### src/lc3b_settings.svh
`ifndef LC3B_SETTINGS_SVH
`define LC3B_SETTINGS_SVH

// Datapath and address width
`define LC3B_WORD_W 16

`define LC3B_REG_W 3
`define LC3B_NUM_REGS 8

`define LC3B_RESET_PC 16'h0000 // First fetch address

`endif

### src/lc3b_pkg.sv
`include "lc3b_settings.svh"

package lc3b_pkg;

    typedef logic [`LC3B_WORD_W-1:0] lc3b_word;
    typedef logic [`LC3B_REG_W-1:0] lc3b_reg;

    // Full ISA encoding of which only part is executed
    typedef enum logic [3:0] {
        op_br   = 4'b0000,
        op_add  = 4'b0001,
        op_ldb  = 4'b0010,
        op_stb  = 4'b0011,
        op_jsr  = 4'b0100,
        op_and  = 4'b0101,
        op_ldr  = 4'b0110,
        op_str  = 4'b0111,
        op_rti  = 4'b1000,
        op_not  = 4'b1001,
        op_ldi  = 4'b1010,
        op_sti  = 4'b1011,
        op_jmp  = 4'b1100,
        op_shf  = 4'b1101,
        op_lea  = 4'b1110,
        op_trap = 4'b1111
    } lc3b_opcode;

    typedef enum logic [2:0] {
        alu_add,
        alu_and,
        alu_not,
        alu_sll,
        alu_srl,
        alu_sra,
        alu_pass // Passes the B operand
    } lc3b_aluop;

    // Source of the ALU B operand
    typedef enum logic [1:0] {
        bsel_reg,
        bsel_imm4,
        bsel_imm5,
        bsel_off6
    } lc3b_bsel;

    typedef struct packed {
        lc3b_aluop aluop;
        lc3b_bsel  bsel;
        logic      load_regfile;
        logic      d_mem_read;
        logic      d_mem_write;
    } lc3b_ctrl;

    typedef struct packed {
        lc3b_ctrl    ctrl;
        lc3b_reg     dest;
        lc3b_reg     src1;
        lc3b_reg     src2;      // Holds the store source for STR
        lc3b_word    src1_data;
        lc3b_word    src2_data;
        logic [10:0] imm;       // ir[10:0]
    } id_ex_t;

    typedef struct packed {
        logic     load_regfile;
        logic     d_mem_read;
        logic     d_mem_write;
        lc3b_reg  dest;
        lc3b_word alu_result;   // Also the data address
        lc3b_word store_data;
    } ex_mem_t;

    typedef struct packed {
        logic     load_regfile;
        lc3b_reg  dest;
        lc3b_word result;
    } mem_wb_t;

endpackage

### src/stage_reg.sv
`timescale 1ns/1ps

module stage_reg import lc3b_pkg::*; #(
    parameter type T = lc3b_word
) (
    input  logic clk,
    input  logic i_rst,
    input  logic i_valid,
    input  T     i_data,
    output logic o_valid,
    output T     o_data
);

    // No stall in this pipeline, so the register loads every cycle
    always_ff @(posedge clk) begin
        if (i_rst) begin
            o_valid <= 1'b0;
            o_data  <= '0;
        end else begin
            o_valid <= i_valid;
            o_data  <= i_data;
        end
    end

endmodule

### src/fetch_stage.sv
`timescale 1ns/1ps
`include "lc3b_settings.svh"

module fetch_stage import lc3b_pkg::*; (
    input  logic     clk,
    input  logic     i_rst,
    input  lc3b_word i_imem_rdata,
    output lc3b_word o_imem_addr,
    output logic     o_imem_read,
    output lc3b_word o_ir,
    output logic     o_ir_valid
);

    lc3b_word pc;
    lc3b_word pc_plus2;
    logic     fetch_en;

    assign pc_plus2 = pc + lc3b_word'(2);
    assign fetch_en = ~i_rst; // Fetching whenever out of reset

    always_ff @(posedge clk) begin
        if (i_rst) begin
            pc <= `LC3B_RESET_PC;
        end else begin
            pc <= pc_plus2;
        end
    end

    // IF/ID register
    always_ff @(posedge clk) begin
        if (i_rst) begin
            o_ir_valid <= 1'b0;
            o_ir       <= '0;
        end else begin
            o_ir_valid <= fetch_en;
            o_ir       <= i_imem_rdata; // Memory answers in the same cycle
        end
    end

    assign o_imem_addr = pc;
    assign o_imem_read = fetch_en;

endmodule

### src/regfile.sv
`timescale 1ns/1ps
`include "lc3b_settings.svh"

module regfile import lc3b_pkg::*; (
    input  logic     clk,
    input  logic     i_rst,
    input  logic     i_we,
    input  lc3b_reg  i_dest,
    input  lc3b_word i_wdata,
    input  lc3b_reg  i_src_a,
    input  lc3b_reg  i_src_b,
    output lc3b_word o_reg_a,
    output lc3b_word o_reg_b
);

    lc3b_word regs [`LC3B_NUM_REGS];

    always_ff @(posedge clk) begin
        if (i_rst) begin
            for (int i = 0; i < `LC3B_NUM_REGS; i++) begin
                regs[i] <= '0;
            end
        end else if (i_we) begin
            regs[i_dest] <= i_wdata;
        end
    end

    // Writeback in the same cycle wins over the stored value
    assign o_reg_a = (i_we && i_dest == i_src_a) ? i_wdata : regs[i_src_a];
    assign o_reg_b = (i_we && i_dest == i_src_b) ? i_wdata : regs[i_src_b];

endmodule

### src/decode_stage.sv
`timescale 1ns/1ps

module decode_stage import lc3b_pkg::*; (
    input  logic     clk,
    input  logic     i_rst,
    input  lc3b_word i_ir,
    input  logic     i_ir_valid,
    input  logic     i_wb_we,
    input  lc3b_reg  i_wb_dest,
    input  lc3b_word i_wb_data,
    output id_ex_t   o_id_ex,
    output logic     o_id_ex_valid
);

    lc3b_opcode opcode;
    lc3b_reg    dest;
    lc3b_reg    src1;
    lc3b_reg    src2_sel;
    lc3b_word   src1_data;
    lc3b_word   src2_data;
    lc3b_ctrl   ctrl;
    logic       read_dest;  // STR reads its source through port B
    id_ex_t     id_ex_d;

    assign opcode   = lc3b_opcode'(i_ir[15:12]);
    assign dest     = i_ir[11:9];
    assign src1     = i_ir[8:6];
    assign src2_sel = read_dest ? dest : i_ir[2:0];

    always_comb begin
        ctrl.aluop        = alu_pass;
        ctrl.bsel         = bsel_reg;
        ctrl.load_regfile = 1'b0;
        ctrl.d_mem_read   = 1'b0;
        ctrl.d_mem_write  = 1'b0;
        read_dest         = 1'b0;
        if (i_ir_valid) begin
            case (opcode)
                op_add, op_and: begin
                    ctrl.aluop        = (opcode == op_add) ? alu_add : alu_and;
                    ctrl.bsel         = i_ir[5] ? bsel_imm5 : bsel_reg;
                    ctrl.load_regfile = 1'b1;
                end
                op_not: begin
                    ctrl.aluop        = alu_not;
                    ctrl.load_regfile = 1'b1;
                end
                op_shf: begin
                    // ir[4] picks direction, ir[5] arithmetic
                    if (!i_ir[4]) begin
                        ctrl.aluop = alu_sll;
                    end else begin
                        ctrl.aluop = i_ir[5] ? alu_sra : alu_srl;
                    end
                    ctrl.bsel         = bsel_imm4;
                    ctrl.load_regfile = 1'b1;
                end
                op_ldr: begin
                    ctrl.aluop        = alu_add; // Base plus offset
                    ctrl.bsel         = bsel_off6;
                    ctrl.load_regfile = 1'b1;
                    ctrl.d_mem_read   = 1'b1;
                end
                op_str: begin
                    ctrl.aluop       = alu_add;
                    ctrl.bsel        = bsel_off6;
                    ctrl.d_mem_write = 1'b1;
                    read_dest        = 1'b1;
                end
                default: ; // Bubble
            endcase
        end
    end

    regfile u_regfile (
        .clk     (clk),
        .i_rst   (i_rst),
        .i_we    (i_wb_we),
        .i_dest  (i_wb_dest),
        .i_wdata (i_wb_data),
        .i_src_a (src1),
        .i_src_b (src2_sel),
        .o_reg_a (src1_data),
        .o_reg_b (src2_data)
    );

    always_comb begin
        id_ex_d.ctrl      = ctrl;
        id_ex_d.dest      = dest;
        id_ex_d.src1      = src1;
        id_ex_d.src2      = src2_sel;
        id_ex_d.src1_data = src1_data;
        id_ex_d.src2_data = src2_data;
        id_ex_d.imm       = i_ir[10:0];
    end

    stage_reg #(.T(id_ex_t)) u_id_ex (
        .clk     (clk),
        .i_rst   (i_rst),
        .i_valid (i_ir_valid),
        .i_data  (id_ex_d),
        .o_valid (o_id_ex_valid),
        .o_data  (o_id_ex)
    );

endmodule

### src/execute_stage.sv
`timescale 1ns/1ps
`include "lc3b_settings.svh"

module execute_stage import lc3b_pkg::*; (
    input  logic     clk,
    input  logic     i_rst,
    input  id_ex_t   i_id_ex,
    input  logic     i_id_ex_valid,
    input  logic     i_mem_we,
    input  lc3b_reg  i_mem_dest,
    input  lc3b_word i_mem_result,
    input  logic     i_wb_we,
    input  lc3b_reg  i_wb_dest,
    input  lc3b_word i_wb_data,
    output ex_mem_t  o_ex_mem,
    output logic     o_ex_mem_valid
);

    lc3b_word    fwd_a;
    lc3b_word    fwd_b;
    lc3b_word    op_b;
    lc3b_word    alu_out;
    logic [10:0] imm;
    ex_mem_t     ex_mem_d;

    assign imm = i_id_ex.imm;

    // Memory stage result is newer, so it is checked first
    function automatic lc3b_word fwd_sel(input lc3b_reg src, input lc3b_word reg_data);
        if (i_mem_we && i_mem_dest == src) begin
            return i_mem_result;
        end else if (i_wb_we && i_wb_dest == src) begin
            return i_wb_data;
        end
        return reg_data;
    endfunction

    always_comb begin
        fwd_a = fwd_sel(i_id_ex.src1, i_id_ex.src1_data);
        fwd_b = fwd_sel(i_id_ex.src2, i_id_ex.src2_data);
    end

    always_comb begin
        case (i_id_ex.ctrl.bsel)
            bsel_imm4: op_b = lc3b_word'(imm[3:0]);
            bsel_imm5: op_b = {{(`LC3B_WORD_W-5){imm[4]}}, imm[4:0]};
            bsel_off6: op_b = {{(`LC3B_WORD_W-7){imm[5]}}, imm[5:0], 1'b0}; // Word offset
            default:   op_b = fwd_b;
        endcase
    end

    always_comb begin
        case (i_id_ex.ctrl.aluop)
            alu_add: alu_out = fwd_a + op_b;
            alu_and: alu_out = fwd_a & op_b;
            alu_not: alu_out = ~fwd_a;
            alu_sll: alu_out = fwd_a << op_b[3:0];
            alu_srl: alu_out = fwd_a >> op_b[3:0];
            alu_sra: alu_out = lc3b_word'($signed(fwd_a) >>> op_b[3:0]);
            default: alu_out = op_b;
        endcase
    end

    always_comb begin
        ex_mem_d.load_regfile = i_id_ex.ctrl.load_regfile;
        ex_mem_d.d_mem_read   = i_id_ex.ctrl.d_mem_read;
        ex_mem_d.d_mem_write  = i_id_ex.ctrl.d_mem_write;
        ex_mem_d.dest         = i_id_ex.dest;
        ex_mem_d.alu_result   = alu_out;
        ex_mem_d.store_data   = fwd_b; // STR source after forwarding
    end

    stage_reg #(.T(ex_mem_t)) u_ex_mem (
        .clk     (clk),
        .i_rst   (i_rst),
        .i_valid (i_id_ex_valid),
        .i_data  (ex_mem_d),
        .o_valid (o_ex_mem_valid),
        .o_data  (o_ex_mem)
    );

endmodule

### src/memory_stage.sv
`timescale 1ns/1ps

module memory_stage import lc3b_pkg::*; (
    input  logic     clk,
    input  logic     i_rst,
    input  ex_mem_t  i_ex_mem,
    input  logic     i_ex_mem_valid,
    input  lc3b_word i_dmem_rdata,
    output lc3b_word o_dmem_addr,
    output lc3b_word o_dmem_wdata,
    output logic     o_dmem_read,
    output logic     o_dmem_write,
    output logic     o_mem_we,
    output lc3b_reg  o_mem_dest,
    output lc3b_word o_mem_result,
    output logic     o_wb_we,
    output lc3b_reg  o_wb_dest,
    output lc3b_word o_wb_data
);

    mem_wb_t mem_wb_d;
    mem_wb_t mem_wb;
    logic    wb_valid;

    assign o_dmem_addr  = i_ex_mem.alu_result;
    assign o_dmem_wdata = i_ex_mem.store_data;
    assign o_dmem_read  = i_ex_mem_valid & i_ex_mem.d_mem_read;
    assign o_dmem_write = i_ex_mem_valid & i_ex_mem.d_mem_write;

    // Load data arrives this cycle and is forwarded straight back
    assign o_mem_result = i_ex_mem.d_mem_read ? i_dmem_rdata : i_ex_mem.alu_result;
    assign o_mem_we     = i_ex_mem_valid & i_ex_mem.load_regfile;
    assign o_mem_dest   = i_ex_mem.dest;

    always_comb begin
        mem_wb_d.load_regfile = i_ex_mem.load_regfile;
        mem_wb_d.dest         = i_ex_mem.dest;
        mem_wb_d.result       = o_mem_result;
    end

    stage_reg #(.T(mem_wb_t)) u_mem_wb (
        .clk     (clk),
        .i_rst   (i_rst),
        .i_valid (i_ex_mem_valid),
        .i_data  (mem_wb_d),
        .o_valid (wb_valid),
        .o_data  (mem_wb)
    );

    assign o_wb_we   = wb_valid & mem_wb.load_regfile; // Regfile write port
    assign o_wb_dest = mem_wb.dest;
    assign o_wb_data = mem_wb.result;

endmodule

### src/lc3b_pipeline.sv
`timescale 1ns/1ps

module lc3b_pipeline import lc3b_pkg::*; (
    input  logic     clk,
    input  logic     i_rst,
    output lc3b_word o_imem_addr,
    output logic     o_imem_read,
    input  lc3b_word i_imem_rdata,
    output lc3b_word o_dmem_addr,
    output lc3b_word o_dmem_wdata,
    output logic     o_dmem_read,
    output logic     o_dmem_write,
    input  lc3b_word i_dmem_rdata,
    output logic     o_wb_valid,
    output lc3b_reg  o_wb_dest,
    output lc3b_word o_wb_data
);

    lc3b_word ir;
    logic     ir_valid;
    id_ex_t   id_ex;
    logic     id_ex_valid;
    ex_mem_t  ex_mem;
    logic     ex_mem_valid;
    logic     mem_we;      // Memory stage to execute forwarding
    lc3b_reg  mem_dest;
    lc3b_word mem_result;

    fetch_stage u_fetch (
        .clk          (clk),
        .i_rst        (i_rst),
        .i_imem_rdata (i_imem_rdata),
        .o_imem_addr  (o_imem_addr),
        .o_imem_read  (o_imem_read),
        .o_ir         (ir),
        .o_ir_valid   (ir_valid)
    );

    decode_stage u_decode (
        .clk           (clk),
        .i_rst         (i_rst),
        .i_ir          (ir),
        .i_ir_valid    (ir_valid),
        .i_wb_we       (o_wb_valid),
        .i_wb_dest     (o_wb_dest),
        .i_wb_data     (o_wb_data),
        .o_id_ex       (id_ex),
        .o_id_ex_valid (id_ex_valid)
    );

    execute_stage u_execute (
        .clk            (clk),
        .i_rst          (i_rst),
        .i_id_ex        (id_ex),
        .i_id_ex_valid  (id_ex_valid),
        .i_mem_we       (mem_we),
        .i_mem_dest     (mem_dest),
        .i_mem_result   (mem_result),
        .i_wb_we        (o_wb_valid),
        .i_wb_dest      (o_wb_dest),
        .i_wb_data      (o_wb_data),
        .o_ex_mem       (ex_mem),
        .o_ex_mem_valid (ex_mem_valid)
    );

    memory_stage u_memory (
        .clk            (clk),
        .i_rst          (i_rst),
        .i_ex_mem       (ex_mem),
        .i_ex_mem_valid (ex_mem_valid),
        .i_dmem_rdata   (i_dmem_rdata),
        .o_dmem_addr    (o_dmem_addr),
        .o_dmem_wdata   (o_dmem_wdata),
        .o_dmem_read    (o_dmem_read),
        .o_dmem_write   (o_dmem_write),
        .o_mem_we       (mem_we),
        .o_mem_dest     (mem_dest),
        .o_mem_result   (mem_result),
        .o_wb_we        (o_wb_valid),
        .o_wb_dest      (o_wb_dest),
        .o_wb_data      (o_wb_data)
    );

endmodule

### config.mk
export PLATFORM = sky130hd
export DESIGN_NAME = lc3b_pipeline
export DESIGN_NICKNAME = d
export VERILOG_FILES = /design/src/lc3b_pkg.sv /design/src/stage_reg.sv /design/src/fetch_stage.sv /design/src/regfile.sv /design/src/decode_stage.sv /design/src/execute_stage.sv /design/src/memory_stage.sv /design/src/lc3b_pipeline.sv
export VERILOG_INCLUDE_DIRS = /design/src /design/src/src
export SDC_FILE = /design/constraint.sdc
export NUM_CORES = 1
export LEC_CHECK = 0
export BUFFER_PORTS_ARGS = -buffer_cell sky130_fd_sc_hd__buf_2
export CORE_MARGIN = 2
export CORE_UTILIZATION = 67
export DETAILED_ROUTE_END_ITERATION = 6
export PLACE_DENSITY_LB_ADDON = 0.08
export SETUP_SLACK_MARGIN = 0.1
export SLEW_MARGIN = 40
export SYNTH_ARGS = -nofsm -noshare
export SYNTH_HDL_FRONTEND = slang
export SYNTH_HIERARCHICAL = 1
export SYNTH_SLANG_ARGS = --single-unit
### constraint.sdc
create_clock -name clk -period 13.15 [get_ports clk]
set_input_delay 0.6575 -clock clk [delete_from_list [all_inputs] [get_ports clk]]
set_output_delay 0.6575 -clock clk [all_outputs]
set_load 0.01 [all_outputs]
## After elaboration in Yosys (flattened, before gate mapping)

Memory sizes are Yosys's and may differ from the RTL's. A register that Yosys moved wholly into a read port is not among the register bits.
Index checks and enable logic that the tools add are counted.

- $add $sub $neg: 2
- Eq/ne operators: 18
- Shift-type cells: 3
- Mux-type cells: 33
- Bitwise operators: 8
- Reductions and logical operators: 10

Operators with widths:

| operator | count |
|---|---|
| $mux W16 | 8 |
| $pmux W16 S6 | 1 |
| $pmux W16 S3 | 1 |
| $add A16 B16 Y16 | 1 |
| $add A16 B2 Y16 const B | 1 |
| $and A16 B16 Y16 | 1 |
| $mux W1 | 16 |
| $not A16 Y16 | 1 |
| $reduce_or A16 Y1 | 1 |
| $shl A16 B4 Y16 | 1 |
| $shr A16 B4 Y16 | 1 |
| $sshr A16 B4 Y16 | 1 |
| $eq A3 B3 Y1 | 4 |
| $eq A4 B3 Y1 const B | 3 |
| $pmux W3 S4 | 1 |
| $mux W3 | 3 |
| $eq A4 B4 Y1 const B | 2 |
| $mux W8 | 1 |
| $eq A3 B2 Y1 const B | 2 |
| $eq A3 B3 Y1 const B | 2 |
| $pmux W2 S3 | 1 |
| $reduce_or A2 Y1 | 3 |
| $reduce_or A5 Y1 | 1 |
| $and A1 B1 Y1 | 4 |
| other kinds (8) | 13 |

- Register bits: 117
- Memory bits (writable): 128
- Input port bits: 34
- Output and inout bits: 71
- Word-level logic and storage cells: 100
- Memories: 1

Memory list:

| memory | depth | width | read ports | clocked after Yosys merged registers in | write ports | line | source |
|---|---|---|---|---|---|---|---|
| u_decode.u_regfile.regs | 8 | 16 | 2 | 2 | 8 | regfile.sv:16 | `` lc3b_word regs [`LC3B_NUM_REGS]; `` |

## Logic depth before layout (Yosys ltp)

- Word-level depth: 8
- Gate-level depth with buffers: 23
- Gate-level depth less buffers: 19

## By module

Netlist, hierarchy kept.

By module, submodules not included:

| module | times used | cells an instance | area an instance (sq um) | seq. area each (sq um) |
|---|---|---|---|---|
| regfile | 1 | 445 | 7453.4 | 3843.7 |
| execute_stage | 1 | 639 | 4197.8 | 0.0 |
| stage_reg at u_decode.u_id_ex | 1 | 128 | 1632.8 | 1221.2 |
| fetch_stage | 1 | 111 | 1122.3 | 640.6 |
| stage_reg at u_execute.u_ex_mem | 1 | 82 | 1074.8 | 780.7 |
| stage_reg at u_memory.u_mem_wb | 1 | 44 | 624.3 | 420.4 |
| memory_stage | 1 | 57 | 534.3 | 0.0 |
| decode_stage | 1 | 24 | 201.4 | 0.0 |

## Worst setup path after synthesis

OpenSTA, ideal clock, no wires.

- Path type: reg-to-reg
- From: reg u_memory.u_mem_wb.o_valid
- To: reg u_execute/u_ex_mem/o_data[30] (netlist name)
- Setup time: 0.114 ns
- Arrival: 4.672 ns
- Data required time: 13.036 ns
- Setup slack: 8.364 ns
- Stages on the path, launching flop included: 24
- Path buffers: 5
- Period minus slack after synthesis: 4.786 ns
- Cell sequence: dfxtp_1 > and2_1 > inv_1 > or4_4 > buf_6 > a211oi_2 > o21a_1 > buf_4 > inv_4 > buf_2 > buf_2 > buf_1 > ha_1 > a21o_1 > a21oi_1 > o21bai_1 > a2111o_1 > nand2_1 > o21ai_0 > a31oi_1 > xnor2_1 > a221oi_1 > a32oi_1 > nor2b_1

- Word-level cells in the longest chain between the ends: 8
- Elaborated cells on any way between the ends: 17
- Those cells by class: add/sub: 1; shift: 3; mux: 8; bitwise: 3; reduce/logical: 2

Ends and longest elaborated chain:

| element | line | source |
|---|---|---|
| start: declaration | stage_reg.sv:10 | `output logic o_valid,` |
| start signal: assignment | stage_reg.sv:20 | `o_valid <= i_valid;` |
| $and A1 B1 Y1 (*) | memory_stage.sv:50 | `assign o_wb_we = wb_valid & mem_wb.load_regfile;` |
| via o_wb_valid | lc3b_pipeline.sv:14 | `output logic o_wb_valid,` |
| $logic_and A1 B1 Y1 | execute_stage.sv:32 | `end else if (i_wb_we && i_wb_dest == src) begin` |
| $mux W1 | execute_stage.sv:32 |  |
| $mux W1 | execute_stage.sv:30 | `if (i_mem_we && i_mem_dest == src) begin` |
| $mux W16 | execute_stage.sv:35 | `return reg_data;` |
| $pmux W16 S3 | execute_stage.sv:44 | `case (i_id_ex.ctrl.bsel)` |
| $add A16 B16 Y16 (tied with other cells) | execute_stage.sv:54 | `alu_add: alu_out = fwd_a + op_b;` |
| $pmux W16 S6 (*) | execute_stage.sv:53 | `case (i_id_ex.ctrl.aluop)` |
| via u_execute.alu_out[14] | execute_stage.sv:22 | `lc3b_word alu_out;` |
| end signal: assignment | stage_reg.sv:21 | `o_data <= i_data;` |
| end: declaration | stage_reg.sv:11 | `output T o_data` |

Mark *: on every way through the listed nets, which the timed path passes. The rest lies on a longest branch.
A chain may end at the register's enable or synchronous reset.

## Worst setup path after layout

- From: reg u_memory/u_mem_wb/o_data[19] (netlist name)
- To: reg u_execute/u_ex_mem/o_data[30] (netlist name)

- Word-level cells in the longest chain between the ends: 8
- Elaborated cells on any way between the ends: 17
- Those cells by class: add/sub: 1; shift: 3; mux: 8; bitwise: 3; reduce/logical: 2

Ends and longest elaborated chain:

| element | line |
|---|---|
| start: declaration | stage_reg.sv:11 |
| start signal: assignment | stage_reg.sv:21 |
| $and A1 B1 Y1 (*) | memory_stage.sv:50 |
| $logic_and A1 B1 Y1 | execute_stage.sv:32 |
| $mux W1 | execute_stage.sv:32 |
| $mux W1 | execute_stage.sv:30 |
| $mux W16 | execute_stage.sv:35 |
| $pmux W16 S3 | execute_stage.sv:44 |
| $add A16 B16 Y16 (tied with other cells) | execute_stage.sv:54 |
| $pmux W16 S6 (*) | execute_stage.sv:53 |
| via u_execute.alu_out[14] | execute_stage.sv:22 |

Marks and branches as above.

==> metrics.md <==
| Metric | Value |
|---|---|
| Status | finished, final reports clean |
| Post-CTS Resized | 0 |
| Reg-to-reg endpoint | u_execute/u_ex_mem/o_data[30] |
| Max Fclk | about 0.18 GHz |
| Crit end category | flop |
| Placeable Area | ~24,000 sq um |
| Clock power share | just under 40% |
| Hold Vio Cnt, Final | 0 |
| P_leak | 7.37 nW |
| Mapped Nets | 1,573 |
| CTS tree | built |
| Post-DR wirelength/cell | 23.6 um |
| Critical Path Max Stage Delay | 0.74 ns |
| Cell Count, Final, Fillers Out | 1,888 |
| CTS max path bufs | 3 |
| Gr usage total | 33.6% |
| Worst EP arrival | 6.05 ns |
| Layout cells sized above 1 | 24.1% |
| Cells on worst reg2reg path | 18 |
| Floorplan die height | 162 um |
| DR vias | between 10,000 and 15,000 |
| Nets | between 1,500 and 2,000 |
| Max VDD drop | 0.136 mV |
| First-pass GRT wire length | 67,900 um |
| Critical Path RT | around 14 ns |
| Share of total power in sequential cells | 45.7% |
| Clock slew at reported path FFs | 0.06 ns |
| Grt ovf | 0 |
| DR iter-0 viols | 1,332 |
| Initial antenna violation count | 0 |
| Core Rows | 57 |
| Syn avg cell area | 11.0 sq um |
| Die width | 162 um |
| Setup_tns | 0 ns |
| Unrepaired setup endpoints after global routing | no |
| Comb pwr share | between 10% and 20% |
| Die area | between 20,000 and 30,000 sq um |
| CP Cell Sequence | and2_1, inv_1, or4_4, a211oi_4, o21a_4, inv_2, fa_1, a21o_1, a21oi_1, o21bai_1, a2111o_1, nand2_1, o21ai_0, a31oi_1, xnor2_1, a221oi_1, a32oi_1, nor2b_1 |
| Hold path depth | 2 |
| PD cells | around 120 nW/um^2 |
| Yosys warning count | 6 |
| CTS root buf | clkbuf_16 |
| Initial Utilization | 68.5% |
| Hold endpoint | u_fetch/o_ir[8] |
| Vias per Instance | 6.44 |
| Critical-path top delay cell | or4_4 |
| R2R Path Start | u_memory/u_mem_wb/o_data[19] |
| Synthesized cell area | approximately 17,000 sq um |
| Fin util | 73.6% |
| Largest net degree at the start of global routing | a little under 80 |
| IO Port Bufs | 103 |
| Drt pass-1 iters | 6 |
| Buffers & Inverters on Critical Path | 2 |
| Max-cap violations | 0 |
| Hold crit path type | in -> reg |
| Relative slew slack | 46.3% |
| CP Max Fanout | 39 |
| Final worst path period need | 5.64 ns |
| Post-Route WL | 44,600 um |
| Diode count | 0 |
| CP Launch Type | flop |
| Clock H-tree levels | 1 |
| Residual DRC | 0 |
| Final cycle utilization of the critical path | 42.9% |
| Ports | 105 |
| CTS buffer count | 29 |
| P_int | between 1.5 and 2 mW |
| Clock skew | 0.0149 ns |
| Delay-heaviest family, CP | compound AO/OA/AOI/OAI gates |
| Post-DP HPWL | 29,600 um |
| FF-to-FF setup slack | 7.51 ns |
| Area grow syn2layout | 7.48% |
| Gpl congestion | between 0.9 and 1 |
| Setup Buffers After CTS | 0 |
| DRT antenna net count | 0 |
| DP Cell Count | between 1,500 and 2,000 |
| Clk sink count | roughly 280 |
| Tightest Pin Transition | 0.805 ns |
| Crit Path Category | reg -> reg |
| Vias in the first global route | about 12,000 |
| Net switching power | 0.546 mW |
| # hold bufs at CTS | 0 |
| Net switching fraction of the power | 25.7% |
| Max-slew violations | 0 |
| Hold_sp | i_imem_rdata[8] |
| Synth Instances | ~1,500 |
| Clock latency on the worst-skew pair | between 0.5 and 0.6 ns |
| Setup violators final | 0 |
==> worst register-to-register path, cell delays in order, from the launching register on <==
cell      delay (ns)
dfxtp_1         0.31
and2_1          0.28
inv_1           0.16
or4_4           0.74
a211oi_4        0.32
o21a_4          0.44
inv_2           0.45
fa_1            0.60
a21o_1          0.20
a21oi_1         0.24
o21bai_1        0.18
a2111o_1        0.43
nand2_1         0.09
o21ai_0         0.15
a31oi_1         0.24
xnor2_1         0.09
a221oi_1        0.32
a32oi_1         0.14
nor2b_1         0.15
==> placed cells by master, fill, tap and decap left out, types with 18 or more instances in the layout <==
cell,n
nand2_1,110
inv_1,19
nor2_1,87
edfxtp_1,128
o21ai_0,56
mux2_4,25
nor2b_2,25
xnor2_1,24
ha_1,18
mux2i_1,42
mux2_2,110
clkbuf_16,29
and2_1,134
buf_2,102
mux4_1,60
nor2b_1,115
dfxtp_1,146
a21oi_1,57
buf_4,22
==> flip-flops by register name, summed over array words and instances (netlist names) <==
signal                      flops
u_execute/u_ex_mem/o_valid      1
u_memory/u_mem_wb/o_valid       1
u_decode/u_regfile/regs       128
u_memory/u_mem_wb/o_data       20
u_fetch/o_ir                   16
u_fetch/o_imem_addr            15
u_fetch/o_ir_valid              1
u_decode/u_id_ex/o_valid        1
u_decode/u_id_ex/o_data        55
u_execute/u_ex_mem/o_data      38
==> through the flow <==
step                      worst slack [ns]  hold WS, ns  area [sq um]  total power, mW
after floorplan                       8.36        0.411         16700             1.22
after global placement                7.56        0.415         17000             1.30
after detailed placement              7.67        0.420         17000             1.30
after CTS                             7.59        0.285         18000             2.13
after global routing                  7.21        0.311         18000             2.19
final                                 7.51        0.304         18000             2.12
==> routing by layer <==
layer	part of all wire, %	vias up	track usage, %
li1	-	5541	-
met1	41	5920	46.1
met2	48	596	55.6
met3	8.0	99	4.72
met4	2.9	0	10.7
met5	0	-	0
==> layout make-up <==
cell class	instances	area (sq um)
multi-input cells	1087	9000
fillers	1728	6430
inverters	22	85.1
flip-flops and latches	276	6810
well taps	324	405
repair buffers	125	687
clock buffers	46	835
clock inverters	8	138
==> power groups by stage <==
stage | Clock (mW) | Combinational, mW | Sequential [mW]
CTS | 0.838 | 0.319 | 0.969
global placement | 0 | 0.313 | 0.984
global route | 0.873 | 0.346 | 0.974
finish | 0.827 | 0.325 | 0.969
floorplan | 0 | 0.249 | 0.972
detailed placement | 0 | 0.316 | 0.987
==> how the worst max path moves through the flow <==
stage,from,endpoint,slack (ns),depth (start not counted)
6_report,u_memory/u_mem_wb/o_data[19],u_execute/u_ex_mem/o_data[30],7.51,18
5_1_grt,u_memory/u_mem_wb/o_valid,u_execute/u_ex_mem/o_data[30],7.21,18
4_1_cts,u_memory/u_mem_wb/o_valid,u_execute/u_ex_mem/o_data[30],7.59,18
3_5_place_dp,u_memory/u_mem_wb/o_valid,u_execute/u_ex_mem/o_data[30],7.67,18
3_3_place_gp,u_memory/u_mem_wb/o_valid,u_execute/u_ex_mem/o_data[30],7.56,18
2_1_floorplan,u_memory/u_mem_wb/o_valid,u_execute/u_ex_mem/o_data[30],8.36,23
No activity file was read; power rests on OpenSTA's default activity.
